**config.mk**
```make
export PLATFORM = sky130hd
export DESIGN_NAME = cp0_top
export DESIGN_NICKNAME = d
export VERILOG_FILES = /design/src/rtl/cp0_pkg.sv /design/src/rtl/addr_xlate.sv /design/src/rtl/cp0_regs.sv /design/src/rtl/cp0_top.sv /design/src/rtl/seg_map.sv /design/src/rtl/tlb_array.sv /design/src/rtl/tlb_lookup.sv
export SDC_FILE = /design/constraint.sdc
export NUM_CORES = 2
export LEC_CHECK = 0
export BUFFER_PORTS_ARGS = -buffer_cell sky130_fd_sc_hd__buf_2
export CAP_MARGIN = 10
export CORE_AREA = 2 2 250 314
export DETAILED_ROUTE_END_ITERATION = 7
export DIE_AREA = 0 0 252 316
export GPL_ROUTABILITY_DRIVEN = 0
export MAX_ROUTING_LAYER = met4
export PLACE_DENSITY = 0.62
export SYNTH_ARGS = -nofsm -noshare
export SYNTH_HDL_FRONTEND = slang
export SYNTH_SLANG_ARGS = --single-unit
```
**constraint.sdc**
```tcl
create_clock -name clk -period 3.2 [get_ports clk]
set_clock_uncertainty 0.15 [all_clocks]
set_input_delay 0.64 -clock clk [delete_from_list [all_inputs] [get_ports clk]]
set_output_delay 0.64 -clock clk [all_outputs]
set_load 0.02 [all_outputs]
```
**src/rtl/cp0_pkg.sv**
```systemverilog
package cp0_pkg;

    typedef logic [4:0] cp0_addr_t;

    // register numbers
    localparam cp0_addr_t CP0_INDEX    = 5'd0;
    localparam cp0_addr_t CP0_ENTRYLO0 = 5'd2;
    localparam cp0_addr_t CP0_ENTRYLO1 = 5'd3;
    localparam cp0_addr_t CP0_PAGEMASK = 5'd5;
    localparam cp0_addr_t CP0_BADVADDR = 5'd8;
    localparam cp0_addr_t CP0_COUNT    = 5'd9;
    localparam cp0_addr_t CP0_ENTRYHI  = 5'd10;
    localparam cp0_addr_t CP0_COMPARE  = 5'd11;
    localparam cp0_addr_t CP0_STATUS   = 5'd12;
    localparam cp0_addr_t CP0_CAUSE    = 5'd13;
    localparam cp0_addr_t CP0_EPC      = 5'd14;
    localparam cp0_addr_t CP0_CONFIG   = 5'd16;
    localparam cp0_addr_t CP0_CACHEOFF = 5'd22;

    // reset values, BEV set in status
    localparam logic [31:0] STATUS_RESET = 32'h0040_0000;
    localparam logic [31:0] PAGEMASK_4K  = 32'h0000_0000;
    localparam logic [31:0] CONFIG_RESET = 32'h0000_0003;

    // software writable bits
    localparam logic [31:0] STATUS_WMASK  = 32'h0000_ff13;
    localparam logic [31:0] ENTRYHI_WMASK = 32'hffff_e0ff;
    localparam logic [31:0] ENTRYLO_WMASK = 32'h03ff_ffff;

    // status field positions
    localparam int STATUS_IE  = 0;
    localparam int STATUS_EXL = 1;
    localparam int STATUS_UM  = 4;

    // cache attribute meaning uncached, for Config.K0 and TLB C
    localparam logic [2:0] CACHE_UNCACHED = 3'd2;

    typedef struct packed {
        logic [18:0] vpn2;
        logic [7:0]  asid;
        logic        g;
        logic [19:0] pfn0;
        logic [2:0]  c0;
        logic        d0;
        logic        v0;
        logic [19:0] pfn1;
        logic [2:0]  c1;
        logic        d1;
        logic        v1;
    } tlb_entry_t;

    typedef struct packed {
        logic        bd;
        logic [4:0]  code;
        logic [31:0] epc;
        logic [31:0] badvaddr;
        logic        badvaddr_we;
    } exc_info_t;

    typedef struct packed {
        logic        hit;
        logic [7:0]  idx;
        logic [19:0] pfn;
        logic [2:0]  c;
        logic        d;
        logic        v;
    } lookup_res_t;

    typedef struct packed {
        logic [31:0] pa;
        logic        uncached;
        logic        miss;
        logic        invalid;
        logic        dirty;
        logic        illegal;
    } xlate_res_t;

endpackage

```
**src/rtl/addr_xlate.sv**
```systemverilog
`timescale 1ns/1ns

module addr_xlate #(
    parameter int NUM_ENTRIES = 4
) (
    input  logic [31:0]                           va_i,
    input  logic                                  store_i,
    input  cp0_pkg::tlb_entry_t [NUM_ENTRIES-1:0] entries_i,
    input  logic [7:0]                            asid_i,
    input  logic                                  user_mode_i,
    input  logic                                  k0_uncached_i,
    input  logic                                  cache_off_i,
    output cp0_pkg::xlate_res_t                   res_o
);
    import cp0_pkg::*;

    logic        mapped;
    logic [31:0] direct_pa;
    logic        seg_uncached;
    logic        illegal;
    lookup_res_t tlb_res;

    seg_map u_seg_map (
        .va_i          (va_i),
        .user_mode_i   (user_mode_i),
        .k0_uncached_i (k0_uncached_i),
        .mapped_o      (mapped),
        .direct_pa_o   (direct_pa),
        .seg_uncached_o(seg_uncached),
        .illegal_o     (illegal)
    );

    tlb_lookup #(
        .NUM_ENTRIES(NUM_ENTRIES)
    ) u_tlb_lookup (
        .entries_i(entries_i),
        .va_i     (va_i),
        .asid_i   (asid_i),
        .res_o    (tlb_res)
    );

    assign res_o.pa       = mapped ? {tlb_res.pfn, va_i[11:0]} : direct_pa;
    assign res_o.miss     = mapped & ~tlb_res.hit;
    assign res_o.invalid  = mapped & tlb_res.hit & ~tlb_res.v;
    // store to a clean page
    assign res_o.dirty    = mapped & tlb_res.hit & store_i & ~tlb_res.d;
    assign res_o.uncached = seg_uncached | cache_off_i |
                            (mapped & tlb_res.hit & (tlb_res.c == CACHE_UNCACHED));
    assign res_o.illegal  = illegal;

endmodule

```
**src/rtl/cp0_regs.sv**
```systemverilog
`timescale 1ns/1ns

module cp0_regs #(
    parameter int NUM_ENTRIES = 4,
    localparam int IDX_W = $clog2(NUM_ENTRIES)
) (
    input  logic                 clk,
    input  logic                 rst,
    input  logic                 we_i,
    input  cp0_pkg::cp0_addr_t   waddr_i,
    input  logic [31:0]          wdata_i,
    input  cp0_pkg::cp0_addr_t   raddr_i,
    input  logic [5:0]           hw_int_i,
    input  logic                 exc_valid_i,
    input  cp0_pkg::exc_info_t   exc_i,
    input  logic                 eret_i,
    input  logic                 tlbr_i,
    input  logic                 tlbp_i,
    input  cp0_pkg::tlb_entry_t  rd_entry_i,
    input  cp0_pkg::lookup_res_t probe_i,
    output logic [31:0]          rdata_o,
    output logic [31:0]          epc_o,
    output logic [7:0]           int_pending_o,
    output logic                 allow_int_o,
    output cp0_pkg::tlb_entry_t  stage_entry_o,
    output logic [IDX_W-1:0]     tlb_index_o,
    output logic [7:0]           cur_asid_o,
    output logic [31:0]          probe_va_o,
    output logic                 user_mode_o,
    output logic                 k0_uncached_o,
    output logic                 cache_off_o
);
    import cp0_pkg::*;

    logic             index_p;
    logic [IDX_W-1:0] index_idx;
    logic [31:0]      entrylo0_q;
    logic [31:0]      entrylo1_q;
    logic [31:0]      badvaddr_q;
    logic [31:0]      count_q;
    logic             count_tick;
    logic [31:0]      entryhi_q;
    logic [31:0]      compare_q;
    logic [31:0]      status_q;
    logic             cause_bd;
    logic             cause_ti;
    logic [1:0]       cause_ip_sw;
    logic [4:0]       cause_code;
    logic [31:0]      epc_q;
    logic [31:0]      config_q;
    logic             cache_off_q;
    logic [7:0]       ip_live;

    // timer shares IP7 with the top hardware line
    assign ip_live = {hw_int_i[5] | cause_ti, hw_int_i[4:0], cause_ip_sw};

    always_ff @(posedge clk) begin
        if (rst) begin
            index_p     <= 1'b0;
            index_idx   <= '0;
            entrylo0_q  <= '0;
            entrylo1_q  <= '0;
            badvaddr_q  <= '0;
            count_q     <= '0;
            count_tick  <= 1'b0;
            entryhi_q   <= '0;
            compare_q   <= '0;
            status_q    <= STATUS_RESET;
            cause_bd    <= 1'b0;
            cause_ti    <= 1'b0;
            cause_ip_sw <= '0;
            cause_code  <= '0;
            epc_q       <= '0;
            config_q    <= CONFIG_RESET;
            cache_off_q <= 1'b0;
        end else begin
            // count runs at half the clock rate
            count_tick <= ~count_tick;
            count_q    <= count_q + {31'd0, count_tick};
            if (count_q == compare_q) begin
                cause_ti <= 1'b1;
            end

            if (we_i) begin
                case (waddr_i)
                    CP0_INDEX:    index_idx   <= wdata_i[IDX_W-1:0];
                    CP0_ENTRYLO0: entrylo0_q  <= wdata_i & ENTRYLO_WMASK;
                    CP0_ENTRYLO1: entrylo1_q  <= wdata_i & ENTRYLO_WMASK;
                    CP0_COUNT:    count_q     <= wdata_i;
                    CP0_ENTRYHI:  entryhi_q   <= wdata_i & ENTRYHI_WMASK;
                    CP0_COMPARE: begin
                        compare_q <= wdata_i;
                        cause_ti  <= 1'b0;
                    end
                    CP0_STATUS: begin
                        status_q <= (status_q & ~STATUS_WMASK) | (wdata_i & STATUS_WMASK);
                    end
                    CP0_CAUSE:    cause_ip_sw <= wdata_i[9:8];
                    CP0_EPC:      epc_q       <= wdata_i;
                    CP0_CONFIG:   config_q[2:0] <= wdata_i[2:0];
                    CP0_CACHEOFF: cache_off_q <= wdata_i[0];
                    default: ;
                endcase
            end

            // index keeps its old value on a probe miss
            if (tlbp_i) begin
                index_p <= ~probe_i.hit;
                if (probe_i.hit) begin
                    index_idx <= probe_i.idx[IDX_W-1:0];
                end
            end

            if (tlbr_i) begin
                entryhi_q  <= {rd_entry_i.vpn2, 5'b0, rd_entry_i.asid};
                entrylo0_q <= {6'b0, rd_entry_i.pfn0, rd_entry_i.c0, rd_entry_i.d0,
                               rd_entry_i.v0, rd_entry_i.g};
                entrylo1_q <= {6'b0, rd_entry_i.pfn1, rd_entry_i.c1, rd_entry_i.d1,
                               rd_entry_i.v1, rd_entry_i.g};
            end

            // exception overrides software writes and tlbr
            if (exc_valid_i) begin
                epc_q                <= exc_i.epc;
                cause_bd             <= exc_i.bd;
                cause_code           <= exc_i.code;
                status_q[STATUS_EXL] <= 1'b1;
                if (exc_i.badvaddr_we) begin
                    badvaddr_q       <= exc_i.badvaddr;
                    entryhi_q[31:13] <= exc_i.badvaddr[31:13];
                end
            end

            if (eret_i) begin
                status_q[STATUS_EXL] <= 1'b0;
            end
        end
    end

    always_comb begin
        case (raddr_i)
            CP0_INDEX:    rdata_o = {index_p, {(31 - IDX_W){1'b0}}, index_idx};
            CP0_ENTRYLO0: rdata_o = entrylo0_q;
            CP0_ENTRYLO1: rdata_o = entrylo1_q;
            CP0_PAGEMASK: rdata_o = PAGEMASK_4K;
            CP0_BADVADDR: rdata_o = badvaddr_q;
            CP0_COUNT:    rdata_o = count_q;
            CP0_ENTRYHI:  rdata_o = entryhi_q;
            CP0_COMPARE:  rdata_o = compare_q;
            CP0_STATUS:   rdata_o = status_q;
            CP0_CAUSE:    rdata_o = {cause_bd, cause_ti, 14'b0, ip_live, 1'b0, cause_code, 2'b0};
            CP0_EPC:      rdata_o = epc_q;
            CP0_CONFIG:   rdata_o = config_q;
            CP0_CACHEOFF: rdata_o = {31'b0, cache_off_q};
            default:      rdata_o = '0;
        endcase
    end

    assign epc_o         = epc_q;
    assign int_pending_o = status_q[15:8] & ip_live;
    assign allow_int_o   = status_q[STATUS_IE] & ~status_q[STATUS_EXL] & ~exc_valid_i;

    // global bit is the AND of both halves
    assign stage_entry_o = '{
        vpn2: entryhi_q[31:13],
        asid: entryhi_q[7:0],
        g:    entrylo0_q[0] & entrylo1_q[0],
        pfn0: entrylo0_q[25:6],
        c0:   entrylo0_q[5:3],
        d0:   entrylo0_q[2],
        v0:   entrylo0_q[1],
        pfn1: entrylo1_q[25:6],
        c1:   entrylo1_q[5:3],
        d1:   entrylo1_q[2],
        v1:   entrylo1_q[1]
    };

    assign tlb_index_o   = index_idx;
    assign cur_asid_o    = entryhi_q[7:0];
    assign probe_va_o    = {entryhi_q[31:13], 13'b0};
    assign user_mode_o   = status_q[STATUS_UM] & ~status_q[STATUS_EXL];
    assign k0_uncached_o = (config_q[2:0] == CACHE_UNCACHED);
    assign cache_off_o   = cache_off_q;

endmodule

```
**src/rtl/cp0_top.sv**
```systemverilog
`timescale 1ns/1ns

module cp0_top #(
    parameter int NUM_ENTRIES = 4,
    localparam int IDX_W = $clog2(NUM_ENTRIES)
) (
    input  logic                clk,
    input  logic                rst,
    input  logic                cp0_we_i,
    input  cp0_pkg::cp0_addr_t  cp0_waddr_i,
    input  logic [31:0]         cp0_wdata_i,
    input  cp0_pkg::cp0_addr_t  cp0_raddr_i,
    input  logic [5:0]          hw_int_i,
    input  logic                exc_valid_i,
    input  cp0_pkg::exc_info_t  exc_i,
    input  logic                eret_i,
    input  logic                tlbwi_i,
    input  logic                tlbr_i,
    input  logic                tlbp_i,
    input  logic [31:0]         inst_va_i,
    input  logic [31:0]         data_va_i,
    input  logic                data_store_i,
    output logic [31:0]         cp0_rdata_o,
    output logic [31:0]         epc_o,
    output logic [7:0]          int_pending_o,
    output logic                allow_int_o,
    output cp0_pkg::xlate_res_t inst_res_o,
    output cp0_pkg::xlate_res_t data_res_o
);
    import cp0_pkg::*;

    tlb_entry_t                   stage_entry;
    tlb_entry_t                   rd_entry;
    tlb_entry_t [NUM_ENTRIES-1:0] entries;
    lookup_res_t                  probe_res;
    logic [IDX_W-1:0]             tlb_index;
    logic [7:0]                   cur_asid;
    logic [31:0]                  probe_va;
    logic                         user_mode;
    logic                         k0_uncached;
    logic                         cache_off;

    cp0_regs #(
        .NUM_ENTRIES(NUM_ENTRIES)
    ) u_cp0_regs (
        .clk          (clk),
        .rst          (rst),
        .we_i         (cp0_we_i),
        .waddr_i      (cp0_waddr_i),
        .wdata_i      (cp0_wdata_i),
        .raddr_i      (cp0_raddr_i),
        .hw_int_i     (hw_int_i),
        .exc_valid_i  (exc_valid_i),
        .exc_i        (exc_i),
        .eret_i       (eret_i),
        .tlbr_i       (tlbr_i),
        .tlbp_i       (tlbp_i),
        .rd_entry_i   (rd_entry),
        .probe_i      (probe_res),
        .rdata_o      (cp0_rdata_o),
        .epc_o        (epc_o),
        .int_pending_o(int_pending_o),
        .allow_int_o  (allow_int_o),
        .stage_entry_o(stage_entry),
        .tlb_index_o  (tlb_index),
        .cur_asid_o   (cur_asid),
        .probe_va_o   (probe_va),
        .user_mode_o  (user_mode),
        .k0_uncached_o(k0_uncached),
        .cache_off_o  (cache_off)
    );

    tlb_array #(
        .NUM_ENTRIES(NUM_ENTRIES)
    ) u_tlb_array (
        .clk       (clk),
        .rst       (rst),
        .tlbwi_i   (tlbwi_i),
        .index_i   (tlb_index),
        .wr_entry_i(stage_entry),
        .entries_o (entries),
        .rd_entry_o(rd_entry)
    );

    // probe looks up the EntryHi VPN2 and ASID
    tlb_lookup #(
        .NUM_ENTRIES(NUM_ENTRIES)
    ) u_probe (
        .entries_i(entries),
        .va_i     (probe_va),
        .asid_i   (cur_asid),
        .res_o    (probe_res)
    );

    // fetch never stores
    addr_xlate #(
        .NUM_ENTRIES(NUM_ENTRIES)
    ) u_inst_xlate (
        .va_i         (inst_va_i),
        .store_i      (1'b0),
        .entries_i    (entries),
        .asid_i       (cur_asid),
        .user_mode_i  (user_mode),
        .k0_uncached_i(k0_uncached),
        .cache_off_i  (cache_off),
        .res_o        (inst_res_o)
    );

    addr_xlate #(
        .NUM_ENTRIES(NUM_ENTRIES)
    ) u_data_xlate (
        .va_i         (data_va_i),
        .store_i      (data_store_i),
        .entries_i    (entries),
        .asid_i       (cur_asid),
        .user_mode_i  (user_mode),
        .k0_uncached_i(k0_uncached),
        .cache_off_i  (cache_off),
        .res_o        (data_res_o)
    );

endmodule

```
**src/rtl/seg_map.sv**
```systemverilog
`timescale 1ns/1ns

module seg_map (
    input  logic [31:0] va_i,
    input  logic        user_mode_i,
    input  logic        k0_uncached_i,
    output logic        mapped_o,
    output logic [31:0] direct_pa_o,
    output logic        seg_uncached_o,
    output logic        illegal_o
);

    logic is_kseg0;
    logic is_kseg1;

    // kseg0 at 0x8000_0000, kseg1 at 0xa000_0000
    assign is_kseg0 = (va_i[31:29] == 3'b100);
    assign is_kseg1 = (va_i[31:29] == 3'b101);

    assign mapped_o       = ~(is_kseg0 | is_kseg1);
    assign direct_pa_o    = {3'b000, va_i[28:0]};
    assign seg_uncached_o = is_kseg1 | (is_kseg0 & k0_uncached_i);

    // upper half is kernel only
    assign illegal_o = user_mode_i & va_i[31];

endmodule

```
**src/rtl/tlb_array.sv**
```systemverilog
`timescale 1ns/1ns

module tlb_array #(
    parameter int NUM_ENTRIES = 4,
    localparam int IDX_W = $clog2(NUM_ENTRIES)
) (
    input  logic                                  clk,
    input  logic                                  rst,
    input  logic                                  tlbwi_i,
    input  logic [IDX_W-1:0]                      index_i,
    input  cp0_pkg::tlb_entry_t                   wr_entry_i,
    output cp0_pkg::tlb_entry_t [NUM_ENTRIES-1:0] entries_o,
    output cp0_pkg::tlb_entry_t                   rd_entry_o
);
    import cp0_pkg::*;

    tlb_entry_t [NUM_ENTRIES-1:0] entries_q;

    // cleared entries have v0 and v1 low, so nothing translates after reset
    always_ff @(posedge clk) begin
        if (rst) begin
            entries_q <= '0;
        end else if (tlbwi_i) begin
            entries_q[index_i] <= wr_entry_i;
        end
    end

    assign entries_o  = entries_q;
    assign rd_entry_o = entries_q[index_i];

endmodule

```
**src/rtl/tlb_lookup.sv**
```systemverilog
`timescale 1ns/1ns

module tlb_lookup #(
    parameter int NUM_ENTRIES = 4
) (
    input  cp0_pkg::tlb_entry_t [NUM_ENTRIES-1:0] entries_i,
    input  logic [31:0]                           va_i,
    input  logic [7:0]                            asid_i,
    output cp0_pkg::lookup_res_t                  res_o
);
    import cp0_pkg::*;

    logic [NUM_ENTRIES-1:0] match;

    always_comb begin
        for (int i = 0; i < NUM_ENTRIES; i++) begin
            match[i] = (entries_i[i].vpn2 == va_i[31:13]) &&
                       ((entries_i[i].asid == asid_i) || entries_i[i].g);
        end
    end

    // scan downwards so the lowest matching index is left in res_o
    always_comb begin
        res_o = '0;
        for (int i = NUM_ENTRIES - 1; i >= 0; i--) begin
            if (match[i]) begin
                res_o.hit = 1'b1;
                res_o.idx = 8'(i);
                if (va_i[12]) begin
                    res_o.pfn = entries_i[i].pfn1;
                    res_o.c   = entries_i[i].c1;
                    res_o.d   = entries_i[i].d1;
                    res_o.v   = entries_i[i].v1;
                end else begin
                    res_o.pfn = entries_i[i].pfn0;
                    res_o.c   = entries_i[i].c0;
                    res_o.d   = entries_i[i].d0;
                    res_o.v   = entries_i[i].v0;
                end
            end
        end
    end

endmodule

```
==> Word-level counts from Yosys, hierarchy flattened <==
Index checks and enable logic that the tools add are counted.
{ "word_totals": {"register_bits": 568, "output_inout_bits": 147, "wordCells": 243, "inputBits": 192} }
{ "classes": {"bitwise_logic": 40, "n_eq_ne": 45, "reduce_logical": 38, "n_lt_le_gt_ge": 2, "add_sub_neg": 1, "mux": 54} }
{ "ops": {"columns": ["operator", "n"], "rows": [
  ["34-bit 2-to-1 mux", 12],
  ["32-bit case mux with 12 select lines", 1],
  ["32-bit 2-to-1 mux", 10],
  ["312-bit bitwise mux", 1],
  ["19-bit equality test", 12],
  ["25-bit 2-to-1 mux", 8],
  ["78-bit binary-select mux with 2-bit select", 1],
  ["78-bit demux with 2-bit select", 1],
  ["26-bit 2-to-1 mux", 6],
  ["78-bit 2-to-1 mux", 2],
  ["5-bit by 4-bit equality test with 1-bit output (second input constant)", 13],
  ["19-bit 2-to-1 mux", 2],
  ["32-bit by 1-bit adder with 32-bit output", 1],
  ["32-bit equality test", 1],
  ["8-bit equality test", 4],
  ["32-bit by 16-bit bitwise OR with 32-bit output", 1],
  ["2-bit AND reduction", 11],
  ["5-bit by 2-bit equality test with 1-bit output (second input constant)", 4],
  ["5-bit equality test (second input constant)", 4],
  ["1-bit bitwise AND", 18],
  ["2-bit nonzero test", 7],
  ["1-bit logical AND", 13],
  ["3-bit equality test (second input constant)", 4],
  ["2-bit 2-to-1 mux", 6],
  ["other kinds (10)", 37]
]} }

==> Longest topological paths before layout <==
{ "logic_depth": {"word_depth": 10, "ltp_mapped": 10, "ltp_nobuf": 9} }

==> Modules after synthesis <==
From an unflattened synthesis, not the netlist that was laid out.
{ "hier_totals": {"hier_cells": 4032, "area_unflattened_um2": 37761.2} }
{ "by_module_without_submodules": {"columns": ["mod", "cells_per_inst", "area_each_um2", "instances", "seq_area_each_um2"], "rows": [
  ["tlb_array", 1193, 14109.8, 1, 6246.0],
  ["cp0_regs", 1509, 12858.6, 1, 4704.5],
  ["tlb_lookup", 389, 3004.1, 3, 0.0],
  ["addr_xlate", 44, 613.1, 2, 0.0],
  ["seg_map", 37, 275.3, 2, 0.0],
  ["cp0_top", 1, 3.8, 1, 0.0]
]} }

==> Worst setup path before layout <==
No wires, ideal clock.
{ "synth_path": {"path_type": "input-to-output", "start": "in data_va_i[31]", "end": "out data_res_o[2] (netlist bit)", "required_time_ns": 2.410, "path_buffers": 2, "slack_ns": -0.474, "arrival_ns": 2.884, "stages": 9, "cell_sequence": "clkbuf_1 -> xnor2_1 -> nand4_1 -> nor4_1 -> and3_1 -> buf_2 -> nor3_1 -> o311a_1 -> nor4_1"} }
{ "synth_rtl": {"columns": ["item", "line_no", "source"], "rows": [
  ["start: declaration", "cp0_top.sv:21", "input logic [31:0] data_va_i,"],
  ["end: declaration", "cp0_top.sv:28", "output cp0_pkg::xlate_res_t data_res_o"]
]} }

==> flow_metrics.tcl <==
set metrics [dict create \
    failed_checks "setup timing" \
    cts_max_path_buffers 3 \
    core_area_um2 76700 \
    crit_fanout 6 \
    vias 32400 \
    fin_crit_ns 4.10 \
    place_area_um2 36000 \
    yosys.cell_types.count 69 \
    reg2reg_from "u_cp0_regs.count_q[0]" \
    htreeDepth 2 \
    grt_overflow 0 \
    dp_hpwl_um 103000 \
    yosysMostFrequentCell "nand2_1" \
    end_kind "primary output" \
    finalNetCount 4494 \
    crit_arrival_ns 3.31 \
    final-instance-count-excl-fill 5335 \
    worst_slew_pin_slew_ns 1.02 \
    synth_commonest_cells "nand2_1, a21oi_1, dfxtp_1" \
    vdd_ir_drop_max_v 0.000420 \
    drc 0 \
    crit_path_top_delay_cell "dfxtp_4" \
    path_common_cell "buf_4" \
    fin_crit_sh_pct 128 \
    netlist_area_um2 31100 \
    route.final.wire_length_um 142000 \
    ys_warn_count 0 \
    regArea_um2 11000 \
    cp.required_ns 2.41 \
    finalWorstSetupSlack_ns -0.901 \
    hp-start "exc_i[34]" \
    synth_nets 4084 \
    start_util_pct 40.6 \
    synth_cells 3890 \
    yosys.area.top_type "dfxtp_1" \
    drive_gt1_share_pct 28.5 \
    synth_top_area_share_pct 35.2 \
    status "finished, violations left" \
    slew-limit-headroom_pct 30.9 \
    root_buffer "clkbuf_16" \
    slowest_delay_ns 0.38 \
    hold_violations 0 \
    fp.dieW_um 252 \
    dp_cells 5179 \
    pin_count 339 \
    ant_nets 0 \
    maxCapViolations 0 \
    worst-path-buf-inv 4 \
    grt_pass1_vias 30200 \
    rows 114 \
    path_cells "xor2_1 -> nor4_2 -> a41o_1 -> buf_12 -> buf_4 -> nand3_1 -> buf_4 -> o21a_1 -> o31ai_2 -> a31o_1 -> buf_6" \
    io_buffers 289 \
    leakagePower_nw 15.5 \
    crit_family "compound AO/OA/AOI/OAI gates" \
    p_per_area_nw_per_um2 417 \
    die_area_um2 79600 \
    path_class "flip-flop to primary output" \
    async_flop_share_pct 0 \
    ys_seq_area_share_pct 35.2 \
    via_per_inst 6.07 \
    clk-insertion-delay-late_ns 0.66 \
    finalSetupViolCount 47 \
    grt_pass1_wl_um 204000 \
    multi_input_area_um2 19800 \
    cts_inserted_buffers 56 \
    grt_antenna_before_repair 4 \
    rsz0062_at_grt "yes" \
    slew_viol_final 0 \
    syn_area_per_cell_um2 8.01 \
    post_drt_wl_per_cell_um 26.6 \
    fin_area_um2 40000 \
    setup_tns_ns -34.59 \
    hold_path.class "input pin to flip-flop" \
    clk_pin_slew_worst_paths_ns 0.06 \
    ys_ff_latch 547 \
    die_h_um 316 \
    cp-start-kind "flip-flop" \
    synthTopCellsByArea "dfxtp_1, nand2_1, a21oi_1" \
    area_growth_pct 28.3 \
    drt_iter0_drc 3968 \
    drt-pass1-iter-count 6 \
    grt_max_degree 80 \
    grt_usage_pct 35.5 \
    synth-edff-count 0 \
    synth_flop_cell "dfxtp_1" \
    clock-sinks 547 \
    fmaxAchievable_ghz 0.244 \
    fill_cells 7190 \
    cts_tree "built" \
    whs_ns 0.0584 \
    startpoint "u_cp0_regs.entryhi_q[3]" \
]
## worst paths after layout
check	to	slack, ns	depth (start not counted)
min reg2reg	u_cp0_regs.count_tick	0.27	1
max	inst_res_o[4]	-0.90	11
min	u_cp0_regs.epc_o[1]	0.06	3
max reg2reg	u_cp0_regs.count_q[30]	0.29	8
## state kept, by name, indices dropped and copies added, names as in the netlist
register	flops
u_cp0_regs.cause_ip_sw	2
u_cp0_regs.entrylo1_q	26
u_cp0_regs.entrylo0_q	26
u_cp0_regs.compare_q	32
u_cp0_regs.count_tick	1
u_cp0_regs.count_q	32
u_cp0_regs.badvaddr_q	32
u_cp0_regs.status_q	11
u_cp0_regs.tlb_index_o	2
u_cp0_regs.cause_ti	1
u_cp0_regs.entryhi_q	27
u_cp0_regs.index_p	1
u_cp0_regs.cause_bd	1
u_cp0_regs.config_q	3
u_cp0_regs.cause_code	5
u_cp0_regs.cache_off_o	1
u_cp0_regs.epc_o	32
u_tlb_array.entries_o	312
## stage by stage
stage / setup WS (ns) / util (%) / total power, W
floorplan: -0.0620 / - / 0.00846
global placement: -0.674 / 47.0 / 0.00944
detailed placement: -0.661 / 47.0 / 0.00945
CTS: -0.850 / 51.1 / 0.0166
global route: -0.935 / 52.1 / 0.0170
finish: -0.901 / 52.1 / 0.0167
## routing by layer
layer  GRT usage, %  wire length [µm]  vias up
met4           19.7              9430        0
met1           45.6             56000    15700
li1               -                 -    14300
met3           6.58             14800      414
met2           52.5             61600     1973
met5              -                 0        -
## cells by family after synthesis
group,after synthesis,synth area share (%)
compound gates,859,15.8
fa+ha+maj,2,0.0803
buf+inv,394,5.36
xor+xnor,319,8.97
other cells,1,0.0120
simple gates,1394,19.0
mux,374,15.6
flops,547,35.2
## cell usage in the layout, fill, tap and decap left out, types with 8 or more instances in the layout
cell type  Yosys  layout
nor4_1        34      26
buf_12         0      51
mux2_2       114     114
a221oi_4       0       8
xor2_1       140     124
a21oi_1      549     543
buf_6          5      74
a211oi_1      29      29
mux4_2        78      78
nand2b_1       9       8
a221oi_2       0      18
dfxtp_4        0       8
dfxtp_1      547     529
a221oi_1      43      17
o21ai_0       95      32
buf_4         31     366
clkbuf_8       0      21
o21ai_4        0      12
a22o_1         8       8
buf_2         28     237
o21ai_2        1      53
nor2_1       279     267
nor4_2         3       9
nor3_1        60      51
a222oi_1      15      15
mux2i_1      182     182
clkbuf_1     296       8
nand2_1      830     828
and2_1        12      11
xnor2_1      179     175
nor2_4         0       8
nor3_2         0       8
xor2_2         0      14
clkbuf_16      0      56
a22oi_1       72      72
nand3_1       57      52
o21ai_1       12      11
nand4_1       56      56
inv_1          9       8
dfxtp_2        0      10
## tightest hold or removal path: stages
cell and delay [ns]:
buf_2 0.07, a21oi_1 0.05, nor2_1 0.07
## cell type report
cell class                      count  share of cell area [%]
Antenna cell                        4                  0.0250
Multi-Input combinational cell   2949                    49.5
Inverter                            9                  0.0908
Sequential cell                   547                    27.5
Tap cell                          986                    3.09
Clock inverter                     18                   0.676
Timing Repair Buffer              737                    14.8
Clock buffer                       85                    4.30
## power breakdown
part	switching, W	leakage (nW)	internal (W)
registers	0.000188	4.43	0.00690
clock network	0.00304	0.987	0.00418
logic	0.00153	10.0	0.000822
## what timing repair did
action	CTS	global route
pin swaps	69	56
hold buffers	1	0
buffers inserted	21	29
gates resized for setup	259	127
gates cloned	3	0
endpoints found under the setup margin	47	53
hold endpoints to repair	1	0
No activity file was read; power rests on OpenSTA's default activity.
